<file path="src/verilog/eth_params.svh">
// Ethernet switch core parameters
// Stream widths, gate depth and register map
`ifndef ETH_PARAMS_SVH
`define ETH_PARAMS_SVH

`define ETH_DWIDTH       64
// Bit 3 of the user field is the error flag
`define ETH_UWIDTH       4
`define ETH_GATE_AWIDTH  6

`define REG_AWIDTH       4
`define REG_DWIDTH       32

`define REG_MY_PORT      0
`define REG_CNT_VITA     1
`define REG_CNT_CPU      2
`define REG_CNT_DROP     3

`define MY_PORT_RESET    16'h0bad

`endif

</file>
<file path="src/verilog/eth_pkg.sv">
// Ethernet switch core types
// Vector typedefs shared by the blocks and the dispatcher state encoding
`include "eth_params.svh"

package eth_pkg;

   typedef logic [`ETH_DWIDTH-1:0] eth_data_t;
   typedef logic [`ETH_UWIDTH-1:0] eth_user_t;
   typedef logic [15:0]            udp_port_t;

   typedef logic [`REG_AWIDTH-1:0] reg_addr_t;
   typedef logic [`REG_DWIDTH-1:0] reg_data_t;
   typedef logic [31:0]            frame_cnt_t;

   // Dispatcher routing state held from first word to tlast
   typedef enum logic [1:0] {
      IDLE,
      TO_VITA,
      TO_CPU
   } dispatch_state_t;

endpackage

</file>
<file path="src/verilog/eth_stream_if.sv">
// Packet stream bundle
// Valid/ready handshake with a last-word flag and a user sideband

interface eth_stream_if;

   eth_pkg::eth_data_t tdata;
   eth_pkg::eth_user_t tuser;
   logic               tlast;
   logic               tvalid;
   logic               tready;

   // Driving side
   modport src (
      output tdata, tuser, tlast, tvalid,
      input  tready
   );

   // Receiving side
   modport snk (
      input  tdata, tuser, tlast, tvalid,
      output tready
   );

endinterface

</file>
<file path="src/verilog/egress_mux.sv">
// Egress frame arbiter
// Round-robin merge of the CPU and stream inputs onto the MAC transmit
// stream, never switching inside a frame

module egress_mux (
   input  logic      clk,
   input  logic      reset,
   eth_stream_if.snk in0,
   eth_stream_if.snk in1,
   eth_stream_if.src out
);

   logic locked;
   logic grant;
   logic last_win;
   logic pick;
   logic sel;

   // Idle choice favours the input that did not win last time
   always_comb begin
      if (last_win == 1'b0 && in1.tvalid) begin
         pick = 1'b1;
      end else if (last_win == 1'b1 && in0.tvalid) begin
         pick = 1'b0;
      end else begin
         pick = !in0.tvalid && in1.tvalid;
      end
   end

   assign sel = locked ? grant : pick;

   ////////////////////////////////////////////////////////////
   // Datapath
   ////////////////////////////////////////////////////////////

   assign out.tdata  = sel ? in1.tdata  : in0.tdata;
   assign out.tuser  = sel ? in1.tuser  : in0.tuser;
   assign out.tlast  = sel ? in1.tlast  : in0.tlast;
   assign out.tvalid = sel ? in1.tvalid : in0.tvalid;
   assign in0.tready = !sel && out.tready;
   assign in1.tready = sel && out.tready;

   // Lock as soon as a word is offered so a stalled word stays put
   always_ff @(posedge clk) begin
      if (reset) begin
         locked   <= 1'b0;
         grant    <= 1'b0;
         last_win <= 1'b0;
      end else if (out.tvalid) begin
         if (out.tready && out.tlast) begin
            locked   <= 1'b0;
            last_win <= sel;
         end else begin
            locked <= 1'b1;
            grant  <= sel;
         end
      end
   end

endmodule

</file>
<file path="src/verilog/eth_dispatch.sv">
// Ingress frame dispatcher
// Classifies a frame by the UDP destination port in its first word and
// steers every word of that frame to the stream or the CPU output.

module eth_dispatch (
   input  logic                 clk,
   input  logic                 reset,
   eth_stream_if.snk            in,
   input  eth_pkg::udp_port_t   i_my_port,
   eth_stream_if.src            vita,
   eth_stream_if.src            cpu,
   output logic                 o_fwd_vita,
   output logic                 o_fwd_cpu
);

   eth_pkg::dispatch_state_t state;
   logic                     port_match;
   logic                     sel_vita;
   logic                     sel_cpu;
   logic                     in_xfer;

   // Low 16 bits of the first word hold the UDP destination port
   assign port_match = (in.tdata[15:0] == i_my_port);

   assign sel_vita = (state == eth_pkg::TO_VITA) ||
                     ((state == eth_pkg::IDLE) && port_match);
   assign sel_cpu  = (state == eth_pkg::TO_CPU) ||
                     ((state == eth_pkg::IDLE) && !port_match);

   ////////////////////////////////////////////////////////////
   // Output steering
   ////////////////////////////////////////////////////////////

   assign vita.tdata  = in.tdata;
   assign vita.tuser  = '0;
   assign vita.tlast  = in.tlast;
   assign vita.tvalid = in.tvalid && sel_vita;

   assign cpu.tdata   = in.tdata;
   assign cpu.tuser   = in.tuser;
   assign cpu.tlast   = in.tlast;
   assign cpu.tvalid  = in.tvalid && sel_cpu;

   // Unselected output never stalls the gate
   assign in.tready = sel_vita ? vita.tready : cpu.tready;
   assign in_xfer   = in.tvalid && in.tready;

   // First-word strobes for the frame counters
   assign o_fwd_vita = in_xfer && (state == eth_pkg::IDLE) && port_match;
   assign o_fwd_cpu  = in_xfer && (state == eth_pkg::IDLE) && !port_match;

   always_ff @(posedge clk) begin
      if (reset) begin
         state <= eth_pkg::IDLE;
      end else if (in_xfer) begin
         case (state)
            eth_pkg::IDLE: begin
               // Single-word frames stay in IDLE
               if (!in.tlast) begin
                  state <= port_match ? eth_pkg::TO_VITA : eth_pkg::TO_CPU;
               end
            end
            eth_pkg::TO_VITA,
            eth_pkg::TO_CPU: begin
               if (in.tlast) begin
                  state <= eth_pkg::IDLE;
               end
            end
            default: begin
               state <= eth_pkg::IDLE;
            end
         endcase
      end
   end

endmodule

</file>
<file path="src/verilog/eth_switch_top.sv">
// Ethernet switch core
// Ingress gate and dispatcher toward the stream and CPU outputs,
// egress arbiter toward the MAC, and the control registers
`include "eth_params.svh"

module eth_switch_top (
   input  logic                clk,
   input  logic                reset,
   // Register port
   input  logic                i_reg_wr_req,
   input  eth_pkg::reg_addr_t  i_reg_wr_addr,
   input  eth_pkg::reg_data_t  i_reg_wr_data,
   input  logic                i_reg_rd_req,
   input  eth_pkg::reg_addr_t  i_reg_rd_addr,
   output logic                o_reg_rd_resp,
   output eth_pkg::reg_data_t  o_reg_rd_data,
   // MAC receive
   input  eth_pkg::eth_data_t  i_eth_rx_tdata,
   input  eth_pkg::eth_user_t  i_eth_rx_tuser,
   input  logic                i_eth_rx_tlast,
   input  logic                i_eth_rx_tvalid,
   output logic                o_eth_rx_tready,
   // MAC transmit
   output eth_pkg::eth_data_t  o_eth_tx_tdata,
   output eth_pkg::eth_user_t  o_eth_tx_tuser,
   output logic                o_eth_tx_tlast,
   output logic                o_eth_tx_tvalid,
   input  logic                i_eth_tx_tready,
   // To the stream router
   output eth_pkg::eth_data_t  o_e2v_tdata,
   output logic                o_e2v_tlast,
   output logic                o_e2v_tvalid,
   input  logic                i_e2v_tready,
   // To the CPU
   output eth_pkg::eth_data_t  o_e2c_tdata,
   output eth_pkg::eth_user_t  o_e2c_tuser,
   output logic                o_e2c_tlast,
   output logic                o_e2c_tvalid,
   input  logic                i_e2c_tready,
   // From the stream router
   input  eth_pkg::eth_data_t  i_v2e_tdata,
   input  logic                i_v2e_tlast,
   input  logic                i_v2e_tvalid,
   output logic                o_v2e_tready,
   // From the CPU
   input  eth_pkg::eth_data_t  i_c2e_tdata,
   input  eth_pkg::eth_user_t  i_c2e_tuser,
   input  logic                i_c2e_tlast,
   input  logic                i_c2e_tvalid,
   output logic                o_c2e_tready
);

   eth_stream_if rx ();
   eth_stream_if gated ();
   eth_stream_if to_vita ();
   eth_stream_if to_cpu ();
   eth_stream_if from_vita ();
   eth_stream_if from_cpu ();
   eth_stream_if tx ();

   eth_pkg::udp_port_t my_port;
   logic               drop;
   logic               fwd_vita;
   logic               fwd_cpu;

   ////////////////////////////////////////////////////////////
   // Port mapping
   ////////////////////////////////////////////////////////////

   assign rx.tdata  = i_eth_rx_tdata;
   assign rx.tuser  = i_eth_rx_tuser;
   assign rx.tlast  = i_eth_rx_tlast;
   assign rx.tvalid = i_eth_rx_tvalid;
   assign o_eth_rx_tready = rx.tready;

   assign o_e2v_tdata  = to_vita.tdata;
   assign o_e2v_tlast  = to_vita.tlast;
   assign o_e2v_tvalid = to_vita.tvalid;
   assign to_vita.tready = i_e2v_tready;

   assign o_e2c_tdata  = to_cpu.tdata;
   assign o_e2c_tuser  = to_cpu.tuser;
   assign o_e2c_tlast  = to_cpu.tlast;
   assign o_e2c_tvalid = to_cpu.tvalid;
   assign to_cpu.tready = i_e2c_tready;

   // Stream router frames carry no sideband
   assign from_vita.tdata  = i_v2e_tdata;
   assign from_vita.tuser  = '0;
   assign from_vita.tlast  = i_v2e_tlast;
   assign from_vita.tvalid = i_v2e_tvalid;
   assign o_v2e_tready = from_vita.tready;

   assign from_cpu.tdata  = i_c2e_tdata;
   assign from_cpu.tuser  = i_c2e_tuser;
   assign from_cpu.tlast  = i_c2e_tlast;
   assign from_cpu.tvalid = i_c2e_tvalid;
   assign o_c2e_tready = from_cpu.tready;

   assign o_eth_tx_tdata  = tx.tdata;
   assign o_eth_tx_tuser  = tx.tuser;
   assign o_eth_tx_tlast  = tx.tlast;
   assign o_eth_tx_tvalid = tx.tvalid;
   assign tx.tready = i_eth_tx_tready;

   ////////////////////////////////////////////////////////////
   // Blocks
   ////////////////////////////////////////////////////////////

   pkt_gate #(.AWIDTH(`ETH_GATE_AWIDTH)) u_gate (
      .clk(clk), .reset(reset),
      .in(rx), .out(gated), .o_drop(drop)
   );

   eth_dispatch u_dispatch (
      .clk(clk), .reset(reset),
      .in(gated), .i_my_port(my_port),
      .vita(to_vita), .cpu(to_cpu),
      .o_fwd_vita(fwd_vita), .o_fwd_cpu(fwd_cpu)
   );

   switch_regs u_regs (
      .clk(clk), .reset(reset),
      .i_reg_wr_req(i_reg_wr_req), .i_reg_wr_addr(i_reg_wr_addr),
      .i_reg_wr_data(i_reg_wr_data),
      .i_reg_rd_req(i_reg_rd_req), .i_reg_rd_addr(i_reg_rd_addr),
      .o_reg_rd_resp(o_reg_rd_resp), .o_reg_rd_data(o_reg_rd_data),
      .i_fwd_vita(fwd_vita), .i_fwd_cpu(fwd_cpu), .i_drop(drop),
      .o_my_port(my_port)
   );

   // Input 0 is the CPU, input 1 the stream router
   egress_mux u_egress (
      .clk(clk), .reset(reset),
      .in0(from_cpu), .in1(from_vita), .out(tx)
   );

endmodule

</file>
<file path="src/verilog/pkt_gate.sv">
// Whole-frame ingress gate
// Holds each frame in a circular buffer until its last word arrives.
// Frames whose last word has the error flag set are discarded in place.
`include "eth_params.svh"

module pkt_gate #(
   parameter int AWIDTH = `ETH_GATE_AWIDTH
) (
   input  logic      clk,
   input  logic      reset,
   eth_stream_if.snk in,
   eth_stream_if.src out,
   output logic      o_drop
);

   localparam int DW = $bits(eth_pkg::eth_data_t);
   localparam int UW = $bits(eth_pkg::eth_user_t);
   // Stored word is user, last, data
   localparam int MW = DW + UW + 1;

   // Pointers carry one extra bit to tell full from empty
   logic [AWIDTH:0] wr_ptr;
   logic [AWIDTH:0] commit_ptr;
   logic [AWIDTH:0] rd_ptr;
   logic [MW-1:0]   mem [0:(1<<AWIDTH)-1];
   logic [MW-1:0]   rd_word;
   logic            full;
   logic            in_xfer;
   logic            in_err;
   logic            out_xfer;

   ////////////////////////////////////////////////////////////
   // Write side
   ////////////////////////////////////////////////////////////

   assign full = (wr_ptr[AWIDTH] != rd_ptr[AWIDTH]) &&
                 (wr_ptr[AWIDTH-1:0] == rd_ptr[AWIDTH-1:0]);
   assign in.tready = !full;
   assign in_xfer = in.tvalid && in.tready;
   // Top user bit flags a bad frame from the MAC
   assign in_err = in.tuser[UW-1];

   always_ff @(posedge clk) begin
      if (in_xfer) begin
         mem[wr_ptr[AWIDTH-1:0]] <= {in.tuser, in.tlast, in.tdata};
      end
   end

   always_ff @(posedge clk) begin
      if (reset) begin
         wr_ptr     <= '0;
         commit_ptr <= '0;
         o_drop     <= 1'b0;
      end else begin
         o_drop <= 1'b0;
         if (in_xfer) begin
            if (!in.tlast) begin
               wr_ptr <= wr_ptr + 1'b1;
            end else if (in_err) begin
               // Forget the whole frame
               wr_ptr <= commit_ptr;
               o_drop <= 1'b1;
            end else begin
               // Completed frame becomes visible to the read side
               wr_ptr     <= wr_ptr + 1'b1;
               commit_ptr <= wr_ptr + 1'b1;
            end
         end
      end
   end

   ////////////////////////////////////////////////////////////
   // Read side, limited to committed frames
   ////////////////////////////////////////////////////////////

   assign rd_word    = mem[rd_ptr[AWIDTH-1:0]];
   assign out.tvalid = (rd_ptr != commit_ptr);
   assign out.tdata  = rd_word[DW-1:0];
   assign out.tlast  = rd_word[DW];
   assign out.tuser  = rd_word[MW-1:DW+1];
   assign out_xfer   = out.tvalid && out.tready;

   always_ff @(posedge clk) begin
      if (reset) begin
         rd_ptr <= '0;
      end else if (out_xfer) begin
         rd_ptr <= rd_ptr + 1'b1;
      end
   end

endmodule

</file>
<file path="src/verilog/switch_regs.sv">
// Switch register block
// Programmed UDP port plus forwarded and dropped frame counters.
// Writing a counter address clears that counter.
`include "eth_params.svh"

module switch_regs (
   input  logic                clk,
   input  logic                reset,
   input  logic                i_reg_wr_req,
   input  eth_pkg::reg_addr_t  i_reg_wr_addr,
   input  eth_pkg::reg_data_t  i_reg_wr_data,
   input  logic                i_reg_rd_req,
   input  eth_pkg::reg_addr_t  i_reg_rd_addr,
   output logic                o_reg_rd_resp,
   output eth_pkg::reg_data_t  o_reg_rd_data,
   input  logic                i_fwd_vita,
   input  logic                i_fwd_cpu,
   input  logic                i_drop,
   output eth_pkg::udp_port_t  o_my_port
);

   eth_pkg::frame_cnt_t cnt_vita;
   eth_pkg::frame_cnt_t cnt_cpu;
   eth_pkg::frame_cnt_t cnt_drop;
   logic                wr_vita;
   logic                wr_cpu;
   logic                wr_drop;

   assign wr_vita = i_reg_wr_req && (i_reg_wr_addr == `REG_CNT_VITA);
   assign wr_cpu  = i_reg_wr_req && (i_reg_wr_addr == `REG_CNT_CPU);
   assign wr_drop = i_reg_wr_req && (i_reg_wr_addr == `REG_CNT_DROP);

   always_ff @(posedge clk) begin
      if (reset) begin
         o_my_port <= `MY_PORT_RESET;
         cnt_vita  <= '0;
         cnt_cpu   <= '0;
         cnt_drop  <= '0;
      end else begin
         if (i_reg_wr_req && (i_reg_wr_addr == `REG_MY_PORT)) begin
            o_my_port <= i_reg_wr_data[15:0];
         end
         // Clear wins over a same-cycle count and the counters wrap
         if (wr_vita) cnt_vita <= '0;
         else if (i_fwd_vita) cnt_vita <= cnt_vita + 1'b1;
         if (wr_cpu) cnt_cpu <= '0;
         else if (i_fwd_cpu) cnt_cpu <= cnt_cpu + 1'b1;
         if (wr_drop) cnt_drop <= '0;
         else if (i_drop) cnt_drop <= cnt_drop + 1'b1;
      end
   end

   ////////////////////////////////////////////////////////////
   // Read path, one cycle latency
   ////////////////////////////////////////////////////////////

   always_ff @(posedge clk) begin
      if (reset) begin
         o_reg_rd_resp <= 1'b0;
      end else begin
         o_reg_rd_resp <= i_reg_rd_req;
      end
   end

   always_ff @(posedge clk) begin
      if (i_reg_rd_req) begin
         case (i_reg_rd_addr)
            `REG_MY_PORT:  o_reg_rd_data <= eth_pkg::reg_data_t'(o_my_port);
            `REG_CNT_VITA: o_reg_rd_data <= eth_pkg::reg_data_t'(cnt_vita);
            `REG_CNT_CPU:  o_reg_rd_data <= eth_pkg::reg_data_t'(cnt_cpu);
            `REG_CNT_DROP: o_reg_rd_data <= eth_pkg::reg_data_t'(cnt_drop);
            default:       o_reg_rd_data <= '0;
         endcase
      end
   end

endmodule
</file>
<file path="config.mk">
export PLATFORM = sky130hd
export DESIGN_NAME = eth_switch_top
export DESIGN_NICKNAME = d
export VERILOG_FILES = /design/src/verilog/eth_pkg.sv /design/src/verilog/eth_stream_if.sv /design/src/verilog/egress_mux.sv /design/src/verilog/eth_dispatch.sv /design/src/verilog/eth_switch_top.sv /design/src/verilog/pkt_gate.sv /design/src/verilog/switch_regs.sv
export VERILOG_INCLUDE_DIRS = /design/src /design/src/verilog
export SDC_FILE = /design/constraint.sdc
export NUM_CORES = 2
export LEC_CHECK = 0
export BUFFER_PORTS_ARGS = -buffer_cell sky130_fd_sc_hd__buf_2
export CAP_MARGIN = 20
export CORE_ASPECT_RATIO = 1.75
export CORE_MARGIN = 3
export CORE_UTILIZATION = 30
export CTS_BUF_LIST = sky130_fd_sc_hd__clkbuf_2
export DETAILED_ROUTE_END_ITERATION = 10
export GPL_TIMING_DRIVEN = 0
export PLACE_DENSITY = 0.45
export SYNTH_ARGS = -nofsm -noshare
export SYNTH_HDL_FRONTEND = slang
export SYNTH_MEMORY_MAX_BITS = 65536
export SYNTH_SLANG_ARGS = --single-unit
</file>
<file path="constraint.sdc">
create_clock -name clk -period 11.2 [get_ports clk]
set_input_delay 1.68 -clock clk [delete_from_list [all_inputs] [get_ports clk]]
set_output_delay 1.68 -clock clk [all_outputs]
set_load 0.01 [all_outputs]
</file>
# ---- After elaboration in Yosys (flattened, before gate mapping)
# Memories as Yosys holds them, arrays and structs flattened. A register that Yosys moved wholly into a read port is not among the register bits.
# Cells that the tools add are included.
dict set report totals {
  mem_count 1
  ram_bits 4416
  regBits 172
  out_inout_bits 242
  word_cells 97
  in_bits 253
}
# name depth width rd rd_clocked_by_memory_dff wr line_no
set mem_list {}
lappend mem_list {u_gate.mem 64 69 1 1 1 pkt_gate.sv:25} ;# logic [MW-1:0] mem [0:(1<<AWIDTH)-1];
dict set report op_classes {
  mux 21
  bitwise 4
  addsub 5
  n_eq_ne 14
  reduce_logical 38
}
# cell count
set ops {}
lappend ops {{$pmux W32 S4} 1}
lappend ops {{$add A32 B1 Y32 const B} 3}
lappend ops {{$mux W64} 1}
lappend ops {{$logic_and A1 B1 Y1} 20}
lappend ops {{$eq A16 B16 Y1} 1}
lappend ops {{$eq A4 B2 Y1 const B} 4}
lappend ops {{$add A7 B1 Y7 const B} 2}
lappend ops {{$mux W7} 2}
lappend ops {{$mux W6} 2}
lappend ops {{$mux W1} 10}
lappend ops {{$eq A4 B1 Y1 const B} 2}
lappend ops {{$logic_not A4 Y1} 2}
lappend ops {{$reduce_or A2 Y1} 4}
lappend ops {{$ne A7 B7 Y1} 1}
lappend ops {{$eq A6 B6 Y1} 1}
lappend ops {{$mux W2} 3}
lappend ops {{$reduce_and A2 Y1} 3}
lappend ops {{$logic_not A1 Y1} 4}
lappend ops {{$mux W4} 1}
lappend ops {{$ne A2 B2 Y1 const B} 2}
lappend ops {{$not A1 Y1} 4}
lappend ops {{$pmux W2 S2} 1}
lappend ops {{$reduce_and A3 Y1} 1}
lappend ops {{$reduce_or A3 Y1} 1}
lappend ops {{other kinds (5)} 6}

# ---- Depth between registers and ports, before layout
dict set report depth {
  word_depth 9
  ltp_mapped 21
}

# ---- Hierarchy
# From an unflattened synthesis, not the netlist that was laid out.
dict set report hier_totals {
  cells_unflattened 8195
  hier_area_um2 176927.2
}
# module cells_each area_per_inst_um2 n_inst
set by_module_without_submodules {}
lappend by_module_without_submodules {pkt_gate 7161 167662.1 1}
lappend by_module_without_submodules {switch_regs 741 6729.0 1}
lappend by_module_without_submodules {eth_dispatch 190 1470.2 1}
lappend by_module_without_submodules {egress_mux 102 1062.3 1}
lappend by_module_without_submodules {eth_switch_top 1 3.8 1}

# ---- Least setup slack after synthesis
# OpenSTA, ideal clock, no wires.
dict set report synth_timing {
  path_kind {register to output}
  from {register (tool-made name)}
  to {output port o_e2v_tdata[16]}
  path_buffers 12
  stages_incl_launch_ff 16
  setup_slack_ns 4.827
  required_time_ns 9.520
  t_arrival_ns 4.693
  cell_sequence {dfxtp_1 buf_6 buf_6 buf_6 buf_6 buf_4 buf_2 buf_2 buf_2 clkbuf_1 clkbuf_1 buf_1 mux4_2 mux4_2 mux4_2 buf_4}
}
# element line_no
set synth_rtl {}
lappend synth_rtl {{end: declaration} eth_switch_top.sv:30} ;# output eth_pkg::eth_data_t o_e2v_tdata,

==> out/results.ini <==
[run_status]
outcome=completed

[routing]
detailroute.via_count=94500
detail_route.iter0.violations=8780
route.detailed.drc=0
detailedRoute.firstPassIterationCount=10
avgViaCountPerCell=5.07
detail_route.wirelength_um=641000
route.antenna.remaining_nets=0
routedWlPerCell_um=34.4

[die]
floorplan_core_area_um2=589000
placement_rows=373
boundary_pins=495
initial_utilization_pct=30.1
die_area_um2=602000
die_outline_width_um=588
die_outline_height_um=1020

[synth]
synth_sequential_area_ratio_pct=76.9
synth_mux_area_share_pct=17.9
synthArstFlopShare_pct=0
synth_fp_nets=8086
yosysUniqueCellTypes=81
yosys.area_share.adder_pct=0.0564
postSynthAreaPerCell_um2=22.7
synth-edff-count=4448
combinational_family_with_the_most_area_after_synthesis=multiplexers
synth_top_flop_cell=sky130_fd_sc_hd__edfxtp_1
syn-instance-count=7825
synth_simple_gate_area_share_pct=1.93
yosys.area_share.xor_xnor_pct=0.296
synthesized_flop_and_latch_total=4594
synth_compound_area_share_pct=1.64
synth.cell_area_um2=178000
total_of_warnings_raised_by_yosys=0

[min_path]
depth_of_the_worst_hold_timing_path=1
end_point_of_the_worst_hold_path=u_gate.mem[17][15]
hold_start=i_eth_rx_tdata[15]
timing.hold.worst.class=input port to register

[cells_and_area]
finalNonFillerCells=18600
layout-drive-gt1-share_pct=39.9
total_number_of_nets_in_the_final_design=10200
synth_to_final_area_change_pct=18.5

[worst_setup_path]
worst_setup_path_category=register to output pin
start_kind=register
r2r_depth=19
cp-end-kind=output pin
worst-path-max-fanout=10
critical_path_required_ps=9520
reg2reg_slack_ps=3210
critical_path_arrival_ps=9090
worstReg2RegEnd=u_regs.cnt_cpu[6]

[sta]
finalHoldViolations=0
fin_skew_ps=244
report.final.slew_viol_count=0
final_period_minus_worst_setup_slack_ps=10770
grt_setup_unrepaired=false
achievable-frequency_mhz=92.9
final-setup-viol-count=0
worst_slew_margin_rel_pct=19.2
finalCritPeriodShare_pct=96.1
timing_worst_slew_pin_value_ps=1210

[pwr]
leakage_nw=66.0
maximum_vdd_ir_drop_mv=0.0659
power_density_nw_per_um2=164
report.power.total_mw=34.6

[clock_tree]
cts_max_path_buffers=5
clk-insertion-delay-late_ps=2040
cts_tree=built
cts.reportedPaths.clkPinSlew_ps=120
cts-buffers-inserted=1097
cts.sink_count=4594
ctsRootBufferMaster=sky130_fd_sc_hd__clkbuf_2
post_cts_setup_buffers=0
level_count_of_the_clock_h_tree=7

[global_route]
globalRoute.totalOverflow=0
grt_first_pass_wirelength_um=858000
grt_start_max_net_pins=68
antenna_found_initial=73
track_usage_pct=20.9
grt_pass1_vias=101000

[placed_design]
placed_cells_incl_taps=16600
place.detailed.hpwl_um=458000
gp_routability_congestion=0.928
port-buffer-count=478

[job]
maxCapViolations=0

how the worst max path moves through the flow:
stage / endpoint / slack, ps / from / cells after the start
2_1_floorplan: o_e2v_tdata[16] / 4830 / register / 15
3_3_place_gp: u_gate.mem[5][19] / -2190 / i_eth_rx_tvalid / 5
3_5_place_dp: o_e2v_tdata[62] / 950 / register / 14
4_1_cts: o_e2v_tdata[39] / 30 / register / 13
5_1_grt: o_e2v_tdata[39] / 250 / register / 16
6_report: o_e2v_tdata[60] / 430 / register / 13
where the power goes:
part	internal, mW	total, mW	switching, mW
combinational	1.81	4.16	2.36
clock	4.60	11.5	6.94
sequential	18.9	18.9	0.0259
total	25.3	34.6	9.32
final cells by class:
type | instances | area [um2]
inverters | 44 | 165
fillers | 55200 | 379000
diodes | 39 | 97.6
clock buffers | 1527 | 7640
flip-flops and latches | 4594 | 136000
clock inverters | 349 | 2540
repair buffers | 1005 | 12000
well taps | 7875 | 9850
multi-input cells | 2702 | 39200
plain buffers | 483 | 2370
kinds of logic after synthesis:
kind of cell	after synthesis
DFF	4594
muxes	1560
and+or+nand+nor	672
buffers and inverters	529
AOI/OAI and AO/OA	402
xor gates and xnor gates	60
adders and majority gates	8
sequential cells by signal, indices dropped and copies added, names as in the netlist, named ones only:
| name | count |
|---|---|
| u_egress.locked | 1 |
| u_gate.rd_ptr | 7 |
| u_gate.o_drop | 1 |
| u_regs.cnt_vita | 32 |
| u_gate.wr_ptr | 7 |
| u_egress.grant | 1 |
| u_gate.commit_ptr | 7 |
| u_regs.o_my_port | 16 |
| u_regs.o_reg_rd_resp | 1 |
| u_egress.last_win | 1 |
| u_gate.mem | 4416 |
| u_regs.o_reg_rd_data | 32 |
| u_regs.cnt_drop | 32 |
| u_regs.cnt_cpu | 32 |
| u_dispatch.state | 2 |
routing by layer:
| metal | track usage, % | part of all wire (%) |
|---|---|---|
| met1 | 21.5 | 33 |
| met2 | 39.9 | 55 |
| met3 | 3.46 | 5.2 |
| met4 | 11.7 | 6.1 |
| met5 | 0 | 0.024 |
timing repair:
action / in CTS / in global routing
setup endpoints to repair: 100 / 0
hold buffers: 30 / 25
resized for setup: 29 / 0
endpoints found under the hold margin: 22 / 139
worst max-delay path: stages (launching register included):
cell	delay, ps
sky130_fd_sc_hd__dfxtp_1	460
sky130_fd_sc_hd__buf_2	560
sky130_fd_sc_hd__buf_2	430
sky130_fd_sc_hd__buf_4	360
sky130_fd_sc_hd__buf_2	460
sky130_fd_sc_hd__buf_2	430
sky130_fd_sc_hd__buf_2	590
sky130_fd_sc_hd__clkbuf_2	470
sky130_fd_sc_hd__clkbuf_2	750
sky130_fd_sc_hd__clkbuf_2	700
sky130_fd_sc_hd__mux4_2	710
sky130_fd_sc_hd__mux4_2	670
sky130_fd_sc_hd__buf_4	190
sky130_fd_sc_hd__buf_2	130
metrics by stage:
step                util, %  setup TNS [ps]  area, um2  hold slack [ps]  setup WS, ps
floorplan                 -               0     178000              450          4830
global placement       32.2        -7081840     190000              478         -2190
detailed placement     33.6               0     198000              493           950
CTS                    35.4               0     209000            0.426          25.1
global route           35.7               0     210000            -35.1           247
finish                 35.7               0     210000             46.9           432
synthesized netlist by cell type, types with 9 or more instances:
cell | number | share of area (%)
sky130_fd_sc_hd__edfxtp_1 | 4448 | 75
sky130_fd_sc_hd__nand3_1 | 79 | 0.22
sky130_fd_sc_hd__buf_1 | 77 | 0.16
sky130_fd_sc_hd__nor2_1 | 152 | 0.32
sky130_fd_sc_hd__a22oi_1 | 84 | 0.36
sky130_fd_sc_hd__a211oi_1 | 14 | 0.059
sky130_fd_sc_hd__nor4_1 | 12 | 0.042
sky130_fd_sc_hd__inv_1 | 40 | 0.085
sky130_fd_sc_hd__nand4_1 | 35 | 0.12
sky130_fd_sc_hd__mux2_2 | 81 | 0.51
sky130_fd_sc_hd__or2_2 | 10 | 0.035
sky130_fd_sc_hd__a221oi_1 | 15 | 0.074
sky130_fd_sc_hd__a221o_1 | 16 | 0.090
sky130_fd_sc_hd__buf_2 | 52 | 0.15
sky130_fd_sc_hd__dfxtp_1 | 146 | 1.6
sky130_fd_sc_hd__a32oi_1 | 9 | 0.044
sky130_fd_sc_hd__and3_1 | 21 | 0.074
sky130_fd_sc_hd__nor2b_1 | 18 | 0.063
sky130_fd_sc_hd__mux2i_1 | 201 | 1.1
sky130_fd_sc_hd__a21oi_1 | 90 | 0.25
sky130_fd_sc_hd__a222oi_1 | 16 | 0.090
sky130_fd_sc_hd__nand2_1 | 174 | 0.37
sky130_fd_sc_hd__nand2b_1 | 18 | 0.063
sky130_fd_sc_hd__nand3b_1 | 13 | 0.055
sky130_fd_sc_hd__and4_1 | 12 | 0.059
sky130_fd_sc_hd__xnor2_1 | 25 | 0.12
sky130_fd_sc_hd__or3_1 | 35 | 0.12
sky130_fd_sc_hd__o41ai_1 | 10 | 0.049
sky130_fd_sc_hd__o21ai_0 | 31 | 0.087
sky130_fd_sc_hd__o211ai_1 | 25 | 0.11
sky130_fd_sc_hd__buf_4 | 77 | 0.33
sky130_fd_sc_hd__xor2_1 | 35 | 0.17
sky130_fd_sc_hd__a22o_1 | 17 | 0.084
sky130_fd_sc_hd__or4_1 | 28 | 0.12
sky130_fd_sc_hd__and2_1 | 16 | 0.056
sky130_fd_sc_hd__mux4_2 | 1278 | 16
sky130_fd_sc_hd__o31ai_1 | 21 | 0.089
sky130_fd_sc_hd__clkbuf_1 | 271 | 0.57
sky130_fd_sc_hd__nor3_1 | 21 | 0.059
placed cells by master (no fill, tap or decap), types with 28 or more instances in the layout:
master                          count
sky130_fd_sc_hd__buf_16            35
sky130_fd_sc_hd__mux2i_1          201
sky130_fd_sc_hd__edfxtp_1        4448
sky130_fd_sc_hd__buf_8             89
sky130_fd_sc_hd__nand2_1          174
sky130_fd_sc_hd__nand4_1           35
sky130_fd_sc_hd__diode_2           39
sky130_fd_sc_hd__clkinv_2          37
sky130_fd_sc_hd__buf_1             61
sky130_fd_sc_hd__clkbuf_2        1581
sky130_fd_sc_hd__clkbuf_1         212
sky130_fd_sc_hd__a21oi_1           88
sky130_fd_sc_hd__a22oi_1           84
sky130_fd_sc_hd__mux4_2          1278
sky130_fd_sc_hd__bufinv_16         40
sky130_fd_sc_hd__dfxtp_1          146
sky130_fd_sc_hd__nand3_1           79
sky130_fd_sc_hd__buf_4             85
sky130_fd_sc_hd__inv_1             40
sky130_fd_sc_hd__xor2_1            35
sky130_fd_sc_hd__buf_12           333
sky130_fd_sc_hd__or3_1             35
sky130_fd_sc_hd__dlygate4sd3_1     55
sky130_fd_sc_hd__o21ai_0           31
sky130_fd_sc_hd__clkinv_1         219
sky130_fd_sc_hd__mux2_2            81
sky130_fd_sc_hd__or4_1             28
sky130_fd_sc_hd__nor2_4            64
sky130_fd_sc_hd__nor2_1            88
sky130_fd_sc_hd__buf_2            540
(Power assumes the default switching activity.)
